## src/common/Ufi_cfg.svh

```systemverilog
/*
 * Configuration macros of the RAM access subsystem
 *  - bus, RAM data and address widths
 *  - CSR block map, write qualifier bit and register offsets
 *  - sequencer wait count
 */
`ifndef UFI_CFG_SVH
`define UFI_CFG_SVH

// Widths
`define UFI_USI_BUS_WIDTH    32
`define UFI_DQ_WIDTH         16
`define UFI_ADRS_WIDTH       32
`define UFI_SRAM_ADRS_WIDTH  10

// Block map on bus address bits 23..16
`define UFI_CSR_BLOCK_ADRS   8'h06
// Bus address bit that marks a write
`define UFI_CSR_WRITE_BIT    30
// Offset bits seen by the read mux
`define UFI_CSR_ACTIVE_WIDTH 8
// Wait cycles before the RAM is touched
`define UFI_ACCESS_WAIT      4

// Register offsets
`define UFI_REG_RAMWD        8'h00
`define UFI_REG_RAMADRS      8'h04
`define UFI_REG_RAMCMD       8'h08
`define UFI_REG_RAMRDY       8'h40
`define UFI_REG_RAMRD        8'h44

`endif

```

## src/common/UfiPkg.sv

```systemverilog
/*
 * Shared types of the RAM access subsystem
 *  - vector typedefs for bus, RAM data and address widths
 *  - RAM command encoding
 *  - sequencer state enum
 */
`default_nettype none

`include "Ufi_cfg.svh"

package UfiPkg;

	// ----------------------------------------
	// Vector types
	// ----------------------------------------
	// Bus word, data and address alike
	typedef logic [`UFI_USI_BUS_WIDTH-1:0] usiWord_t;
	// RAM data word
	typedef logic [`UFI_DQ_WIDTH-1:0] ramDq_t;
	// Full RAM address register
	typedef logic [`UFI_ADRS_WIDTH-1:0] ramAdrs_t;
	// Array address, wraps at 1024 words
	typedef logic [`UFI_SRAM_ADRS_WIDTH-1:0] sramAdrs_t;
	// Bit 0 go, bit 1 read (0 means write)
	typedef logic [1:0] ramCmd_t;

	// ----------------------------------------
	// Sequencer FSM
	// ----------------------------------------
	typedef enum logic [1:0]
	{
		IDLE,
		WAIT,
		ACCESS,
		DONE
	} ramSeqState_t;

endpackage

`default_nettype wire

```

## src/mcuCsr/MicroControllerCsr.sv

```systemverilog
/*
 * Control and status registers for the RAM sequencer
 *  - write decode on bit 30, block map and offset
 *  - RAMWD, RAMADRS, RAMCMD registers and go strobe
 *  - registered bus read with echo of unmapped offsets
 */
`timescale 1ns/10ps
`default_nettype none

`include "Ufi_cfg.svh"

module MicroControllerCsr
(
	// Bus master
	input  wire UfiPkg::usiWord_t iSUsiWd,
	input  wire UfiPkg::usiWord_t iSUsiAdrs,
	output UfiPkg::usiWord_t      oSUsiRd,
	// Toward the sequencer
	output UfiPkg::ramDq_t        oRamWd,
	output UfiPkg::ramAdrs_t      oRamAdrs,
	output logic                  oRamRw,
	output logic                  oRamEn,
	// From the sequencer
	input  wire                   iRamRdy,
	input  wire UfiPkg::ramDq_t   iRamRd,
	// Clock and reset
	input  wire                   iSRST,
	input  wire                   iSCLK
);

	// ----------------------------------------
	// Write decode
	// ----------------------------------------
	logic [`UFI_CSR_ACTIVE_WIDTH-1:0] qCsrOfs;
	logic qBlockWr;
	logic qWrRamWd;
	logic qWrRamAdrs;
	logic qWrRamCmd;
	UfiPkg::ramCmd_t rRamCmd;
	logic rRamRdy;

	assign qCsrOfs = iSUsiAdrs[`UFI_CSR_ACTIVE_WIDTH-1:0];

	// Write bit, block map, upper offset bits all zero
	assign qBlockWr = iSUsiAdrs[`UFI_CSR_WRITE_BIT]
		& (iSUsiAdrs[23:16] == `UFI_CSR_BLOCK_ADRS)
		& (iSUsiAdrs[15:`UFI_CSR_ACTIVE_WIDTH] == '0);

	assign qWrRamWd   = qBlockWr & (qCsrOfs == `UFI_REG_RAMWD);
	assign qWrRamAdrs = qBlockWr & (qCsrOfs == `UFI_REG_RAMADRS);
	assign qWrRamCmd  = qBlockWr & (qCsrOfs == `UFI_REG_RAMCMD);

	// Direction straight from the stored command
	assign oRamRw = rRamCmd[1];

	// ----------------------------------------
	// Register map
	// ----------------------------------------
	always_ff @(posedge iSCLK)
	begin
		if (iSRST)
		begin
			oRamWd   <= '0;
			oRamAdrs <= '0;
			rRamCmd  <= '0;
			oRamEn   <= 1'b0;
			rRamRdy  <= 1'b0;
		end
		else
		begin
			// RAMWD keeps the low data bits only
			if (qWrRamWd)
			begin
				oRamWd <= iSUsiWd[`UFI_DQ_WIDTH-1:0];
			end
			if (qWrRamAdrs)
			begin
				oRamAdrs <= iSUsiWd;
			end
			if (qWrRamCmd)
			begin
				rRamCmd <= iSUsiWd[1:0];
			end
			// Go strobe one cycle after a go write
			oRamEn <= qWrRamCmd & iSUsiWd[0];
			// Ready passes one sync stage
			rRamRdy <= iRamRdy;
		end
	end

	// ----------------------------------------
	// Bus read
	// ----------------------------------------
	always_ff @(posedge iSCLK)
	begin
		if (iSRST)
		begin
			oSUsiRd <= '0;
		end
		else
		begin
			// Narrow registers zero-filled to bus width
			case (qCsrOfs)
				`UFI_REG_RAMWD:
					oSUsiRd <= {{(`UFI_USI_BUS_WIDTH - `UFI_DQ_WIDTH){1'b0}}, oRamWd};
				`UFI_REG_RAMADRS:
					oSUsiRd <= oRamAdrs;
				`UFI_REG_RAMCMD:
					oSUsiRd <= {{(`UFI_USI_BUS_WIDTH - 2){1'b0}}, rRamCmd};
				`UFI_REG_RAMRDY:
					oSUsiRd <= {{(`UFI_USI_BUS_WIDTH - 1){1'b0}}, rRamRdy};
				`UFI_REG_RAMRD:
					oSUsiRd <= {{(`UFI_USI_BUS_WIDTH - `UFI_DQ_WIDTH){1'b0}}, iRamRd};
				// Unmapped offset echoes the write bus
				default:
					oSUsiRd <= iSUsiWd;
			endcase
		end
	end

	// Go strobe lasts exactly one cycle
	assert property (@(posedge iSCLK) disable iff (iSRST) oRamEn |=> !oRamEn);

endmodule

`default_nettype wire

```

## config.mk

```make
export PLATFORM = sky130hd
export DESIGN_NAME = MicroControllerCsr
export DESIGN_NICKNAME = d
export VERILOG_FILES = /design/src/common/UfiPkg.sv /design/src/mcuCsr/MicroControllerCsr.sv
export VERILOG_INCLUDE_DIRS = /design/src /design/src/common
export SDC_FILE = /design/constraint.sdc
export NUM_CORES = 1
export LEC_CHECK = 0
export BUFFER_PORTS_ARGS = -buffer_cell sky130_fd_sc_hd__buf_2
export CORE_ASPECT_RATIO = 1.1
export CORE_UTILIZATION = 47
export DETAILED_ROUTE_END_ITERATION = 8
export PLACE_DENSITY = 0.8
export SLEW_MARGIN = 0
export SYNTH_ARGS = -nofsm -noshare
export SYNTH_HDL_FRONTEND = slang
export SYNTH_SLANG_ARGS = --single-unit
```

## constraint.sdc

```tcl
create_clock -name iSCLK -period 2.3 [get_ports iSCLK]
set_clock_uncertainty 0.2 [all_clocks]
set_input_delay 0.115 -clock iSCLK [delete_from_list [all_inputs] [get_ports iSCLK]]
set_output_delay 0.115 -clock iSCLK [all_outputs]
set_load 0.02 [all_outputs]
```

==> results.py <==
metrics = {
    "power_and_ir_drop": {
        "leakagePower_nw": 2.225,
        "power_density_mw_per_mm2": 583.2,
        "ir_worst_vdd_uv": 348.2,
    },
    "synth": {
        "synth-edff-count": 0,
        "ys_seq_area_share_pct": 46.70,
        "yosys_warnings": 0,
        "synthAdderAreaFrac_pct": 0,
        "synthesis.area_sq_mm": 0.003601,
        "synth-compound-area-share_pct": 23.73,
        "synthFlopType": "dfxtp_1",
        "avgSynthCellArea_sq_um": 8.615,
        "syn-num-nets": 501,
        "synth_xor_area_share_pct": 0,
        "synth.distinct_cells": 33,
        "synthSimpleGateAreaFrac_pct": 20.29,
        "synth_top_family_by_area": "compound AO/OA/AOI/OAI gates",
        "synthArstFlopShare_pct": 0,
        "postSynthCellCount": 418,
        "ys_seq_elements": 84,
        "synth_mux_area_share_pct": 3.405,
    },
    "setup_path": {
        "slowest_stage": "or3_1",
        "crit_path_max_fanout": 10,
        "r2r_start": "oRamAdrs[0]$_SDFFE_PP0P_",
        "crit_buf_inv": 3,
        "worstSetupPathType": "in -> reg",
        "worstPathArrival_ns": 2.15,
        "reg2reg_setup_slack_ns": 1.07,
        "cp-end-kind": "register",
        "cpPeakStageDelay_ns": 0.56,
        "path_cells": "dlygate4sd3_1 > buf_2 > or3_1 > nor3_4 > buf_4 > nand4_1 > a21oi_1",
        "crit_family": "simple AND/OR/NAND/NOR gates",
        "r2r_cells": 4,
        "required_ns": 2.39,
        "startpoint_type": "primary input",
        "r2r_end": "oSUsiRd[0]$_SDFF_PP0_",
    },
    "min_path": {
        "min_from": "iRamRd[7]",
        "hold_path_depth": 4,
        "hold_end": "oSUsiRd[7]$_SDFF_PP0_",
        "worstHoldPathType": "in -> reg",
    },
    "floorplanning": {
        "chipHeight_um": 93.81,
        "dieArea_sq_mm": 0.008016,
        "rows": 33,
        "ios": 165,
        "coreArea_sq_mm": 0.007432,
        "floorplan.initialDensity_pct": 48.45,
        "die_x_um": 85.46,
    },
    "detailed_routing": {
        "drt_iter0_drc": 253,
        "dr.max_layer_used": "met4",
        "met1_length_mm": 4.691,
        "num_vias": 4210,
        "wl_met2_mm": 5.924,
        "detail_route.wl_per_cell_um": 17.33,
        "met3_wirelength_mm": 1.055,
        "wirelength_mm": 12.08,
        "ant_nets": 0,
        "viasPerCell": 6.040,
        "first_pass_iters": 5,
        "drc_errors": 0,
    },
    "timing": {
        "fmax_ghz": 0.4858,
        "tightest_slew_ns": 0.4674,
        "setup_viol": 0,
        "hold_viol": 0,
        "relSlewSlack_pct": 68.84,
        "min_period_ns": 2.058,
        "tns_ns": 0,
        "post-route-period-util_pct": 89.49,
        "rsz0062_at_grt": "no",
        "maxSlewViolCount": 0,
    },
    "cts": {
        "clk_pin_slew_ns": 0.08,
        "ctsHtreeMaxLevel": 3,
        "root_buffer": "clkbuf_8",
        "cts_max_path_buffers": 2,
        "post_cts_buffers": 0,
        "cts_buffers": 9,
        "cts_sinks": 84,
        "cts_tree": "built",
        "clk_latency_ns": 0.36,
        "hold_buffers": 48,
        "ctsResizeCount": 0,
    },
    "finish": {
        "final_cell_area_sq_mm": 0.005157,
        "nets": 688,
        "drive_above_1_share_pct": 32.13,
        "regArea_sq_mm": 0.001682,
        "fillCellCount": 594,
        "antenna_cells": 0,
        "multiInputGateArea_sq_mm": 0.001719,
        "syn_to_final_growth_pct": 43.22,
    },
    "grt": {
        "grt_max_degree": 85,
        "grt_overflow": 0,
        "grt_pass1_vias": 4049,
        "antenna_found_initial": 0,
        "grt_pass1_wl_mm": 19.29,
        "grtUsageTotal_pct": 30.66,
    },
    "place": {
        "io_buffer_count": 157,
        "hpwl_mm": 7.360,
        "place_area_sq_mm": 0.004461,
        "place.gp.congestion": 0.8407,
    },
    "flow_run": {
        "maxCapViolCount": 0,
    },
    "outcome": {
        "outcome": "finished, final reports clean",
    },
}
## cell families after synthesis
group           Yosys count
simple gates            128
flops                    84
buf+inv                  46
compound gates          148
mux                      12
## power by group
part	internal (W)	switching, W	total (W)
clock	0.000618	0.000550	0.00117
combinational	0.000165	0.000182	0.000347
sequential	0.00149	0.00000805	0.00149
## registers in the layout (all words and copies together), names as in the netlist
name and flops:
oRamWd 16, oRamAdrs 32, oSUsiRd 32, rRamCmd 2, rRamRdy 1, oRamEn 1
## tightest hold or removal path, delay by kind of cell
kind / cells / cell delay (ns)
buffers and inverters: 1 / 0.07
AOI/OAI and AO/OA: 3 / 0.34
## final cells by class
type,instances,area share [%]
Multi-Input combinational cell,288,33.33
Sequential cell,84,32.61
Timing Repair Buffer,222,27.75
Clock buffer,11,2.547
Tap cell,87,2.111
Clock inverter,5,1.650
## synthesized netlist by cell type (2+ instances only)
| master | n | share of area (%) |
|---|---|---|
| clkbuf_1 | 28 | 2.9 |
| a211oi_1 | 10 | 2.1 |
| a32oi_1 | 2 | 0.49 |
| nor2_1 | 29 | 3.0 |
| a22oi_1 | 22 | 4.6 |
| buf_2 | 13 | 1.8 |
| dfxtp_1 | 84 | 47 |
| a22o_1 | 5 | 1.2 |
| and2_1 | 3 | 0.52 |
| mux2i_1 | 10 | 2.8 |
| o21ai_0 | 50 | 6.9 |
| nor2b_1 | 2 | 0.35 |
| nand2_1 | 6 | 0.63 |
| nand4_1 | 52 | 9.0 |
| buf_1 | 2 | 0.21 |
| nand3_1 | 2 | 0.28 |
| a21oi_1 | 56 | 7.8 |
| buf_6 | 3 | 0.94 |
| and3_1 | 3 | 0.52 |
| nor4b_1 | 3 | 0.73 |
| nor3_1 | 19 | 2.6 |
| mux2_2 | 2 | 0.63 |
| o2bb2ai_1 | 2 | 0.49 |
## layout by cell type (no fill, tap or decap), types with 14 or more instances in the layout
| cell | n |
|---|---|
| nor2_1 | 29 |
| dfxtp_1 | 84 |
| o21ai_0 | 50 |
| buf_2 | 157 |
| buf_4 | 14 |
| dlygate4sd3_1 | 48 |
| a21oi_1 | 56 |
| nand4_1 | 52 |
| nor3_1 | 19 |
| a22oi_1 | 22 |
## per-layer routing
layer  up-vias  GRT usage [%]
met3        43          6.239
met5         -              0
li1       1950              -
met4         0          18.06
met2       271          50.87
met1      1946          36.67
## metrics by stage
stage | instances | power (W) | worst slack [ns] | utilization, % | hold slack [ns]
after floorplan | 418 | 0.001664 | 0.6002 | - | 0.04318
after global placement | 633 | 0.001799 | 0.5081 | 60.02 | 0.1291
after detailed placement | 633 | 0.001803 | 0.4689 | 60.02 | 0.1307
after CTS | 697 | 0.003012 | 0.3090 | 69.39 | 0.003739
after global routing | 697 | 0.003109 | 0.09366 | 69.39 | 0.007325
final | 697 | 0.003008 | 0.2416 | 69.39 | 0.004183
## how the worst max path moves through the flow
stage | startpoint | end | slack (ns) | cells past startpoint
final | iSUsiAdrs[0] | oRamWd[8]$_SDFFE_PP0P_ | 0.24 | 7
after global placement | iSUsiAdrs[1] | oSUsiRd[1]$_SDFF_PP0_ | 0.51 | 5
after CTS | iSUsiAdrs[0] | oSUsiRd[1]$_SDFF_PP0_ | 0.31 | 6
after floorplan | iSUsiAdrs[5] | oRamWd[0]$_SDFFE_PP0P_ | 0.60 | 6
after detailed placement | iSUsiAdrs[5] | oRamWd[14]$_SDFFE_PP0P_ | 0.47 | 6
after global routing | iSUsiAdrs[0] | oSUsiRd[1]$_SDFF_PP0_ | 0.09 | 6
Power figures use the tool's default switching activity.
