<file path="config.mk">
export PLATFORM = sky130hd
export DESIGN_NAME = UfiRamCtrl
export DESIGN_NICKNAME = d
export VERILOG_FILES = /design/src/common/UfiPkg.sv /design/src/ufiRam/UfiRamCtrl.sv
export VERILOG_INCLUDE_DIRS = /design/src /design/src/common
export SDC_FILE = /design/constraint.sdc
export NUM_CORES = 1
export LEC_CHECK = 0
export BUFFER_PORTS_ARGS = -buffer_cell sky130_fd_sc_hd__buf_2
export CAP_MARGIN = 0
export CORE_ASPECT_RATIO = 0.9
export CORE_MARGIN = 4
export CORE_UTILIZATION = 44
export DETAILED_ROUTE_END_ITERATION = 10
export PLACE_DENSITY = 0.94
export SLEW_MARGIN = 15
export SYNTH_ARGS = -nofsm -noshare
export SYNTH_HDL_FRONTEND = slang
export SYNTH_SLANG_ARGS = --single-unit
</file>
<file path="constraint.sdc">
create_clock -name iSCLK -period 3.9 [get_ports iSCLK]
set_input_delay 0.39 -clock iSCLK [delete_from_list [all_inputs] [get_ports iSCLK]]
set_output_delay 0.39 -clock iSCLK [all_outputs]
set_load 0.1 [all_outputs]
</file>
<file path="src/common/Ufi_cfg.svh">
/*
 * Configuration macros of the RAM access subsystem
 *  - bus, RAM data and address widths
 *  - CSR block map, write qualifier bit and register offsets
 *  - sequencer wait count
 */
`ifndef UFI_CFG_SVH
`define UFI_CFG_SVH

// Widths
`define UFI_USI_BUS_WIDTH    32
`define UFI_DQ_WIDTH         16
`define UFI_ADRS_WIDTH       32
`define UFI_SRAM_ADRS_WIDTH  10

// Block map on bus address bits 23..16
`define UFI_CSR_BLOCK_ADRS   8'h06
// Bus address bit that marks a write
`define UFI_CSR_WRITE_BIT    30
// Offset bits seen by the read mux
`define UFI_CSR_ACTIVE_WIDTH 8
// Wait cycles before the RAM is touched
`define UFI_ACCESS_WAIT      4

// Register offsets
`define UFI_REG_RAMWD        8'h00
`define UFI_REG_RAMADRS      8'h04
`define UFI_REG_RAMCMD       8'h08
`define UFI_REG_RAMRDY       8'h40
`define UFI_REG_RAMRD        8'h44

`endif

</file>
<file path="src/common/UfiPkg.sv">
/*
 * Shared types of the RAM access subsystem
 *  - vector typedefs for bus, RAM data and address widths
 *  - RAM command encoding
 *  - sequencer state enum
 */
`default_nettype none

`include "Ufi_cfg.svh"

package UfiPkg;

	// ----------------------------------------
	// Vector types
	// ----------------------------------------
	// Bus word, data and address alike
	typedef logic [`UFI_USI_BUS_WIDTH-1:0] usiWord_t;
	// RAM data word
	typedef logic [`UFI_DQ_WIDTH-1:0] ramDq_t;
	// Full RAM address register
	typedef logic [`UFI_ADRS_WIDTH-1:0] ramAdrs_t;
	// Array address, wraps at 1024 words
	typedef logic [`UFI_SRAM_ADRS_WIDTH-1:0] sramAdrs_t;
	// Bit 0 go, bit 1 read (0 means write)
	typedef logic [1:0] ramCmd_t;

	// ----------------------------------------
	// Sequencer FSM
	// ----------------------------------------
	typedef enum logic [1:0]
	{
		IDLE,
		WAIT,
		ACCESS,
		DONE
	} ramSeqState_t;

endpackage

`default_nettype wire

</file>
<file path="src/ufiRam/UfiRamCtrl.sv">
/*
 * One-word RAM access sequencer
 *  - accepts a go strobe while idle, drops it while busy
 *  - wait cycles, access cycle, read capture cycle
 *  - ready level and held read word
 */
`timescale 1ns/10ps
`default_nettype none

`include "Ufi_cfg.svh"

module UfiRamCtrl
(
	// Command side, from the CSR block
	input  wire UfiPkg::ramDq_t   iRamWd,
	input  wire UfiPkg::ramAdrs_t iRamAdrs,
	input  wire                   iRamRw,
	input  wire                   iRamEn,
	output logic                  oRamRdy,
	output UfiPkg::ramDq_t        oRamRd,
	// RAM side
	output logic                  oSramWe,
	output UfiPkg::sramAdrs_t     oSramAdrs,
	output UfiPkg::ramDq_t        oSramWd,
	input  wire UfiPkg::ramDq_t   iSramRd,
	// Clock and reset
	input  wire                   iSRST,
	input  wire                   iSCLK
);

	// ----------------------------------------
	// Wait counter sizing
	// ----------------------------------------
	localparam int lpWaitCntWidth = $clog2(`UFI_ACCESS_WAIT + 1);
	localparam logic [lpWaitCntWidth-1:0] lpWaitLast = lpWaitCntWidth'(`UFI_ACCESS_WAIT - 1);

	UfiPkg::ramSeqState_t rState;
	logic [lpWaitCntWidth-1:0] rWaitCnt;
	logic rRw;
	UfiPkg::sramAdrs_t rAdrs;
	UfiPkg::ramDq_t rWd;
	logic qAccept;

	// Strobe only counts while idle
	assign qAccept = (rState == UfiPkg::IDLE) & iRamEn;

	// ----------------------------------------
	// Sequencer FSM
	// ----------------------------------------
	always_ff @(posedge iSCLK)
	begin
		if (iSRST)
		begin
			rState   <= UfiPkg::IDLE;
			rWaitCnt <= '0;
			rRw      <= 1'b0;
			oRamRd   <= '0;
		end
		else
		begin
			case (rState)
				UfiPkg::IDLE:
				begin
					rWaitCnt <= '0;
					if (qAccept)
					begin
						rRw    <= iRamRw;
						rState <= UfiPkg::WAIT;
					end
				end
				// Access wait, UFI_ACCESS_WAIT cycles
				UfiPkg::WAIT:
				begin
					if (rWaitCnt == lpWaitLast)
					begin
						rState <= UfiPkg::ACCESS;
					end
					else
					begin
						rWaitCnt <= rWaitCnt + 1'b1;
					end
				end
				// Write enable or read address this cycle
				UfiPkg::ACCESS:
				begin
					rState <= UfiPkg::DONE;
				end
				// Registered RAM read valid here
				UfiPkg::DONE:
				begin
					if (rRw)
					begin
						oRamRd <= iSramRd;
					end
					rState <= UfiPkg::IDLE;
				end
				default:
				begin
					rState <= UfiPkg::IDLE;
				end
			endcase
		end
	end

	// Address and data latched on accept
	always_ff @(posedge iSCLK)
	begin
		if (qAccept)
		begin
			rAdrs <= iRamAdrs[`UFI_SRAM_ADRS_WIDTH-1:0];
			rWd   <= iRamWd;
		end
	end

	// ----------------------------------------
	// Outputs
	// ----------------------------------------
	assign oRamRdy   = (rState == UfiPkg::IDLE);
	assign oSramWe   = (rState == UfiPkg::ACCESS) & ~rRw;
	assign oSramAdrs = rAdrs;
	assign oSramWd   = rWd;

	// Write only after a full wait with ready low
	assert property (@(posedge iSCLK) disable iff (iSRST)
		oSramWe |-> !oRamRdy && $past(!oRamRdy, `UFI_ACCESS_WAIT));

endmodule

`default_nettype wire

</file>
==> flow_summary.yaml, run 1 <==
finish:
  final_nets: 303
  antennaDiodeCount: 0
  layout_common_cells: "buf_2, nand2_1, edfxtp_1, dfxtp_1, a21oi_1"
  drive_above_1_share_pct: 42.8
  final_common_cell: "buf_2"
  area_growth_pct: 32.8
synthesis:
  synth_top_cell_by_area: "edfxtp_1"
  synth.distinct_cells: 22
  syn_nets: 212
  ys_seq_area_share_pct: 71.6
  ys.warnings.count: 0
  syn_area_sq_um: 1710
  avgSynthCellArea_sq_um: 12.4
  synth_seq_cells: 48
  synth_top_area_share_pct: 45.8
  yosys-top-cells-area: "edfxtp_1, dfxtp_1, nand2_1"
  syn_inst: 137
timing:
  fmax_mhz: 501
  rsz0062_at_grt: "false"
  clock-skew-final_ps: 3.87
  setup_viol: 0
  final_max_slew_viol_count: 0
  setup-tns-final_ps: 0
  tightestPinTransition_ps: 1110
  relSlewSlack_pct: 26.1
  hold_ws_ps: 267
  hold_viol: 0
  min_period_ps: 2000
  period_share_pct: 51.2
clock_network:
  clock_sinks: 48
  cts_hold_buf: 0
  path_clk_slew_ps: 90
  clock_latency_ps: 290
  cts_tree: "done"
  clockBufferDepth: 2
  root_buffer: "clkbuf_8"
  post_cts_buffers: 0
  htree_levels: 2
  cts_buffers: 5
  cts_resized: 0
worst_hold_path:
  hold_class: "input port to register"
  holdCritStartpoint: "iRamWd[15]"
  min_path_cells: 1
  hold_end: "oSramWd[15]"
power:
  p_per_area_nw_per_um2: 744
  irDropWorstVdd_v: 0.000284
  leakagePower_nw: 0.990
critical_path:
  crit_fanout: 27
  critPathLaunchType: "register"
  crit_chain: "inv_1 > ha_1 > and2_1 > mux2i_1 > nor2_1"
  crit_path_end_kind: "register"
  cp_top_family: "simple AND/OR/NAND/NOR gates"
  r2r_slack_ps: 1900
  cp_num_buf_inv: 1
  r2r_start: "rState[0]"
  worstPathArrival_ps: 2170
  cp_data_required_time_ps: 4070
  max_stage_delay_ps: 890
  worstReg2RegEnd: "rRw"
  crit_type: "register to register"
  cpMaxStageDelayCell: "and2_1"
  reg2reg_depth: 5
global_route:
  grt_pass1_vias: 1230
  antenna_found_initial: 0
  grt_overflow: 0
  grt_first_pass_wirelength_um: 5660
  grt_max_degree: 28
  grtUsageTotal_pct: 15.5
placed_design:
  place_congestion: 0.686
  dp_hpwl_um: 2960
  port_buffers: 89
route:
  drt_iter0_markers: 56
  wl_um: 3770
  antenna_left: 0
  wl_per_cell_um: 13.7
  drc: 0
  vias_per_cell: 4.68
  vias: 1286
  dr.pass1.iters: 4
floorplan:
  rows: 21
  start_util_pct: 45.7
  die_w_um: 73.6
  die_h_um: 67.1
  dieArea_sq_um: 4940
  io-pin-count: 112
  core_sq_um: 3730
run_status:
  status: "finished, final reports clean"
job:
  maxCapViolations: 0
[flip-flops by register name, summed over array words and instances (netlist names)]
register and flops:
oRamRd 16, rRw 1, rWaitCnt 3, oSramAdrs 10, rState 2, oSramWd 16
[power by group]
part	switching, mW	internal [mW]	total (mW)	leakage (nW)
logic	0.626	0.116	0.742	0.516
registers	0.0283	0.632	0.661	0.426
clock network	0.158	0.125	0.283	0.0479
[how the worst max path moves through the flow]
| stage | start | to | slack, ps | cells after the start |
|---|---|---|---|---|
| after CTS | rState[0] | rRw | 1900 | 5 |
| final | rState[0] | rRw | 1900 | 5 |
| after floorplan | rState[0] | rRw | 1410 | 5 |
| after detailed placement | rState[1] | rRw | 1910 | 5 |
| after global routing | rState[0] | rRw | 1700 | 5 |
| after global placement | rState[0] | rRw | 1960 | 5 |
[metal layers]
| metal | part of all wire (%) | global-route usage [%] |
|---|---|---|
| met5 | 0 | 0 |
| met4 | 0.85 | 7.24 |
| met3 | 12 | 5.13 |
| met2 | 48 | 26.3 |
| met1 | 39 | 17.5 |
[per-stage QoR]
step	total power, mW	util [%]	instance area (sq um)	setup WS, ps	std cells
6_report	1.69	60.7	2260	1900	275
5_1_grt	1.76	60.7	2260	1700	275
4_1_cts	1.70	60.7	2260	1900	275
3_5_place_dp	1.42	58.4	2180	1910	267
3_3_place_gp	1.41	58.4	2180	1960	267
2_1_floorplan	1.30	-	1710	1410	137
[final cells by class]
class,count,area [sq um]
timing repair buffer,89,445
clock inverter,3,18.8
inverter,3,11.3
sequential,48,1220
fill,291,1470
tap,46,57.6
multi-input combinational,81,442
clock buffer,5,68.8
[Yosys cell counts]
| master | count |
|---|---|
| nand3_1 | 3 |
| o21ai_0 | 2 |
| buf_1 | 1 |
| nor2b_1 | 2 |
| buf_4 | 1 |
| nor2b_4 | 1 |
| clkbuf_1 | 1 |
| a21oi_1 | 21 |
| nor2_1 | 2 |
| ha_1 | 7 |
| inv_1 | 3 |
| mux2i_1 | 1 |
| dfxtp_1 | 22 |
| nand2b_1 | 3 |
| nand2_1 | 34 |
| or2b_1 | 1 |
| buf_6 | 1 |
| buf_2 | 1 |
| nand3b_1 | 1 |
| and2_1 | 2 |
| edfxtp_1 | 26 |
| or3_1 | 1 |
[cell families after synthesis]
kind of cell,after synthesis,synth area share (%)
adders and majority gates,7,5.14
buffers and inverters,8,2.49
DFF,48,71.6
and+or+nand+nor,50,13.4
muxes,1,0.587
AOI/OAI and AO/OA,23,6.75
[worst reg2reg max path: stages (launching register included)]
cell and delay [ps]:
dfxtp_1 350, inv_1 110, ha_1 210, and2_1 890, mux2i_1 280, nor2_1 60
(Power assumes the default switching activity.)
==> run 2: changes to the inputs <==
ABC_AREA = 1   (was not set)
CORE_UTILIZATION = 37   (was 44)
PLACE_DENSITY = 0.85   (was 0.94)
clock period = 1.7 ns   (was 3.9 ns; I/O delays follow)
==> flow_summary.yaml, run 2 <==
route:
  antenna_left: 0
  dr.pass1.iters: 4
  drc: 0
  drt_iter0_markers: 27
  vias_per_cell: 4.31
  wl_um: 3600
  vias: 1302
  wl_per_cell_um: 11.9
global_route:
  grt_max_degree: 27
  grt_overflow: 0
  grt_pass1_vias: 1179
  grtUsageTotal_pct: 12.7
  grt_first_pass_wirelength_um: 5570
  antenna_found_initial: 0
synthesis:
  synth_top_area_share_pct: 45.1
  yosysMostFrequentCell: "nor2_1"
  ys_seq_area_share_pct: 70.6
  synth.distinct_cells: 19
  synthTopCellsByCount: "nor2_1, edfxtp_1, dfxtp_1, o21ai_0, inv_1"
  ys_async_sr_fraction_pct: 0
  synth_top_cell_by_area: "edfxtp_1"
  syn_nets: 221
  ys.warnings.count: 0
  syn_area_sq_um: 1730
  yosys-top-cells-area: "edfxtp_1, dfxtp_1, nor2_1"
  syn_inst: 146
  synth_edf_count: 26
  ys.flop_type: "edfxtp_1"
  synth_seq_cells: 48
  avgSynthCellArea_sq_um: 11.9
finish:
  final_common_cell: "buf_2"
  area_growth_pct: 35.9
  antennaDiodeCount: 0
  fillers: 412
  layout_common_cells: "buf_2, nor2_1, edfxtp_1, dfxtp_1, o21ai_0"
  drive_above_1_share_pct: 42.9
  final_nets: 314
timing:
  final_max_slew_viol_count: 0
  min_period_ps: 1580
  relSlewSlack_pct: 63.3
  setup_viol: 0
  rsz0062_at_grt: "false"
  clock-skew-final_ps: 9.64
  setup-tns-final_ps: 0
  tightestPinTransition_ps: 550
  fmax_mhz: 632
  hold_viol: 0
  period_share_pct: 93.0
worst_hold_path:
  hold_class: "input port to register"
critical_path:
  worstPathArrival_ps: 1410
  crit_type: "register to output port"
  cp_data_required_time_ps: 1530
  crit_path_end_kind: "output port"
  critPathLaunchType: "register"
  crit_fanout: 4
floorplan:
  die_w_um: 80.1
  die_h_um: 72.9
  dieArea_sq_um: 5840
  io-pin-count: 112
  rows: 23
  start_util_pct: 38.5
  core_sq_um: 4490
placed_design:
  place_congestion: 0.675
  port_buffers: 89
  dp_hpwl_um: 2830
clock_network:
  clock_sinks: 48
  cts_tree: "done"
  clockBufferDepth: 2
  path_clk_slew_ps: 90
  clock_latency_ps: 290
  root_buffer: "clkbuf_8"
  post_cts_buffers: 0
  cts_buffers: 5
  htree_levels: 2
power:
  irDropWorstVdd_v: 0.000787
  leakagePower_nw: 1.07
  p_per_area_nw_per_um2: 1800
  p_total_mw: 4.22
run_status:
  status: "finished, final reports clean"
job:
  maxCapViolations: 0
[run 2: area by class of cell]
class / instances / area, sq um / area share, %
clock buffer: 5 / 68.8 / 2.93
clock inverter: 3 / 42.5 / 1.81
inverter: 11 / 50.0 / 2.13
multi-input combinational: 83 / 437 / 18.6
sequential: 48 / 1220 / 51.9
tap: 62 / 77.6 / 3.30
timing repair buffer: 90 / 455 / 19.4
[run 2: what timing repair did]
action,4_1_cts,5_1_grt
hold buffers,0,0
endpoints found under the setup margin,0,1
gates resized for setup,0,1
[run 2: worst max-delay path: stages (launching register included)]
cell      delay [ps]
dfxtp_1          350
inv_1            150
ha_1             190
inv_1             50
nor2_2            60
clkbuf_4         320
[run 2: final timing paths]
| path | from | endpoint | slack, ps | cells after the start |
|---|---|---|---|---|
| min | iRamWd[1] | oSramWd[1] | 50 | 1 |
| min reg2reg | oRamRd[12] | oRamRd[12] | 480 | 2 |
| max | rState[0] | oSramWe | 120 | 5 |
| max reg2reg | rState[0] | oSramWd[7] | 240 | 5 |
[run 2: layer usage]
layer | vias up | track usage (%) | routed length, um
li1 | 668 | - | -
met1 | 560 | 14.7 | 1460
met2 | 68 | 21.3 | 1630
met3 | 6 | 4.94 | 450
met4 | 0 | 5.07 | 59
met5 | - | 0 | 0
[run 2: kinds of logic after synthesis]
logic type / count (synthesis) / synth area share, %
AND/OR/NAND/NOR: 53 / 12.5
AO/OA/AOI/OAI: 23 / 6.80
buffers and inverters: 15 / 5.06
flip-flops: 48 / 70.6
adder cells (fa/ha/maj): 7 / 5.06
[run 2: power breakdown]
group          switching, mW  total [mW]  internal [mW]  leakage [nW]
clock network          0.357       0.792          0.435        0.0558
logic                   1.59        1.90          0.301         0.593
registers             0.0751        1.54           1.46         0.424
total                   2.03        4.22           2.20          1.07
[run 2: through the flow]
step,utilization (%),instance area (sq um),hold slack (ps),setup slack (ps),std cells
3_5_place_dp,49.9,2240,349,258,294
4_1_cts,52.3,2350,37.3,11.0,302
5_1_grt,52.4,2350,22.0,29.2,302
3_3_place_gp,49.9,2240,347,278,294
2_1_floorplan,-,1750,239,58.3,146
6_report,52.4,2350,51.0,118,302
==> run 3: changes to the inputs <==
--- a/config.mk
+++ b/config.mk
@@ -15,4 +15,5 @@
 export DETAILED_ROUTE_END_ITERATION = 10
 export PLACE_DENSITY = 0.85
+export SKIP_CTS_REPAIR_TIMING = 1
 export SLEW_MARGIN = 15
 export SYNTH_ARGS = -nofsm -noshare
==> constraint.sdc (replaced) <==
create_clock -name iSCLK -period 1.7 [get_ports iSCLK]
set_input_delay 0.34 -clock iSCLK [delete_from_list [all_inputs] [get_ports iSCLK]]
set_output_delay 0.34 -clock iSCLK [all_outputs]
set_load 0.1 [all_outputs]
==> flow_summary.yaml, run 3 (synthesis results as in run 2) <==
critical_path:
  crit_path_end_kind: "output port"
  critPathLaunch: "rState[0]"
  crit_type: "register to output port"
  worstPathArrival_ps: 1250
  crit_fanout: 4
  critPathLaunchType: "register"
  r2r_start: "rState[1]"
  cp_data_required_time_ps: 1360
clock_network:
  cts_buffers: 5
  clockBufferDepth: 2
  path_clk_slew_ps: 90
  root_buffer: "clkbuf_8"
  cts_tree: "done"
  clock_sinks: 48
  clock_latency_ps: 290
  htree_levels: 2
power:
  p_per_area_nw_per_um2: 1820
  p_total_mw: 4.35
  irDropWorstVdd_v: 0.000682
  leakagePower_nw: 1.08
global_route:
  grt_max_degree: 27
  antenna_found_initial: 0
  grt_overflow: 0
  grtUsageTotal_pct: 13.0
  grt_first_pass_wirelength_um: 5580
  grt_pass1_vias: 1191
timing:
  min_period_ps: 1590
  relSlewSlack_pct: 64.9
  fmax_mhz: 629
  final_max_slew_viol_count: 0
  period_share_pct: 93.6
  rsz0062_at_grt: "false"
  hold_ws_ps: 214
  clock-skew-final_ps: 5.52
  setup-tns-final_ps: 0
  hold_viol: 0
  tightestPinTransition_ps: 526
  fin_ws_ps: 109
  setup_viol: 0
route:
  drc: 0
  vias_per_cell: 4.25
  drt_iter0_markers: 27
  wl_per_cell_um: 12.5
  wl_um: 3770
  antenna_left: 0
  vias: 1282
  dr.pass1.iters: 2
floorplan:
  die_h_um: 72.9
  dieArea_sq_um: 5840
  die_w_um: 80.1
  start_util_pct: 38.5
  rows: 23
  core_sq_um: 4490
  io-pin-count: 112
finish:
  layout_common_cells: "buf_2, nor2_1, edfxtp_1, dfxtp_1, o21ai_0"
  antennaDiodeCount: 0
  area_growth_pct: 37.9
  multi_input_area_sq_um: 442
  drive_above_1_share_pct: 43.8
  fin_util_pct: 53.1
  ff_latch_area_sq_um: 1220
  final_nets: 314
  final_common_cell: "buf_2"
  fillers: 418
placed_design:
  place_congestion: 0.647
  pre_cts_ws_ps: 219
  dp_hpwl_um: 2900
  port_buffers: 89
worst_hold_path:
  hold_class: "input port to register"
  holdCritStartpoint: "iRamAdrs[6]"
job:
  maxCapViolations: 0
run_status:
  status: "finished, final reports clean"
-- run 3: layout make-up --
type,instances,share of cell area [%]
sequential,48,51.2
tap,62,3.25
timing repair buffer,90,20.2
multi-input combinational,83,18.5
clock inverter,3,1.78
clock buffer,5,2.88
inverter,11,2.10
-- run 3: power by group --
group	leakage (nW)	switching [mW]	internal, mW	total, mW
Combinational	0.603	1.62	0.383	2.01
Clock	0.0558	0.361	0.435	0.796
Sequential	0.424	0.0829	1.46	1.55
-- run 3: metal layers --
layer / track usage [%] / up-vias / part of all wire, %
li1: - / 666 / -
met1: 14.1 / 545 / 40
met2: 22.3 / 65 / 46
met3: 5.56 / 6 / 12
met4: 5.07 / 0 / 1.6
met5: 0 / - / 0
-- run 3: final timing paths --
path	to	slack (ps)	depth (start not counted)
max	oSramWe	110	5
min	oSramAdrs[6]	210	1
max reg2reg	oSramWd[15]	210	5
min reg2reg	oRamRd[14]	480	2
-- run 3: through the flow --
step,instance area [sq um],cells
final,2390,302
after global routing,2390,302
after CTS,2380,302
after detailed placement,2270,294
after global placement,2270,294
after floorplan,1750,146
-- run 3: critical path, stage by stage (launching register included) --
cell,delay (ps)
dfxtp_2,350
inv_2,90
ha_1,170
inv_1,70
nor2_4,100
buf_12,180
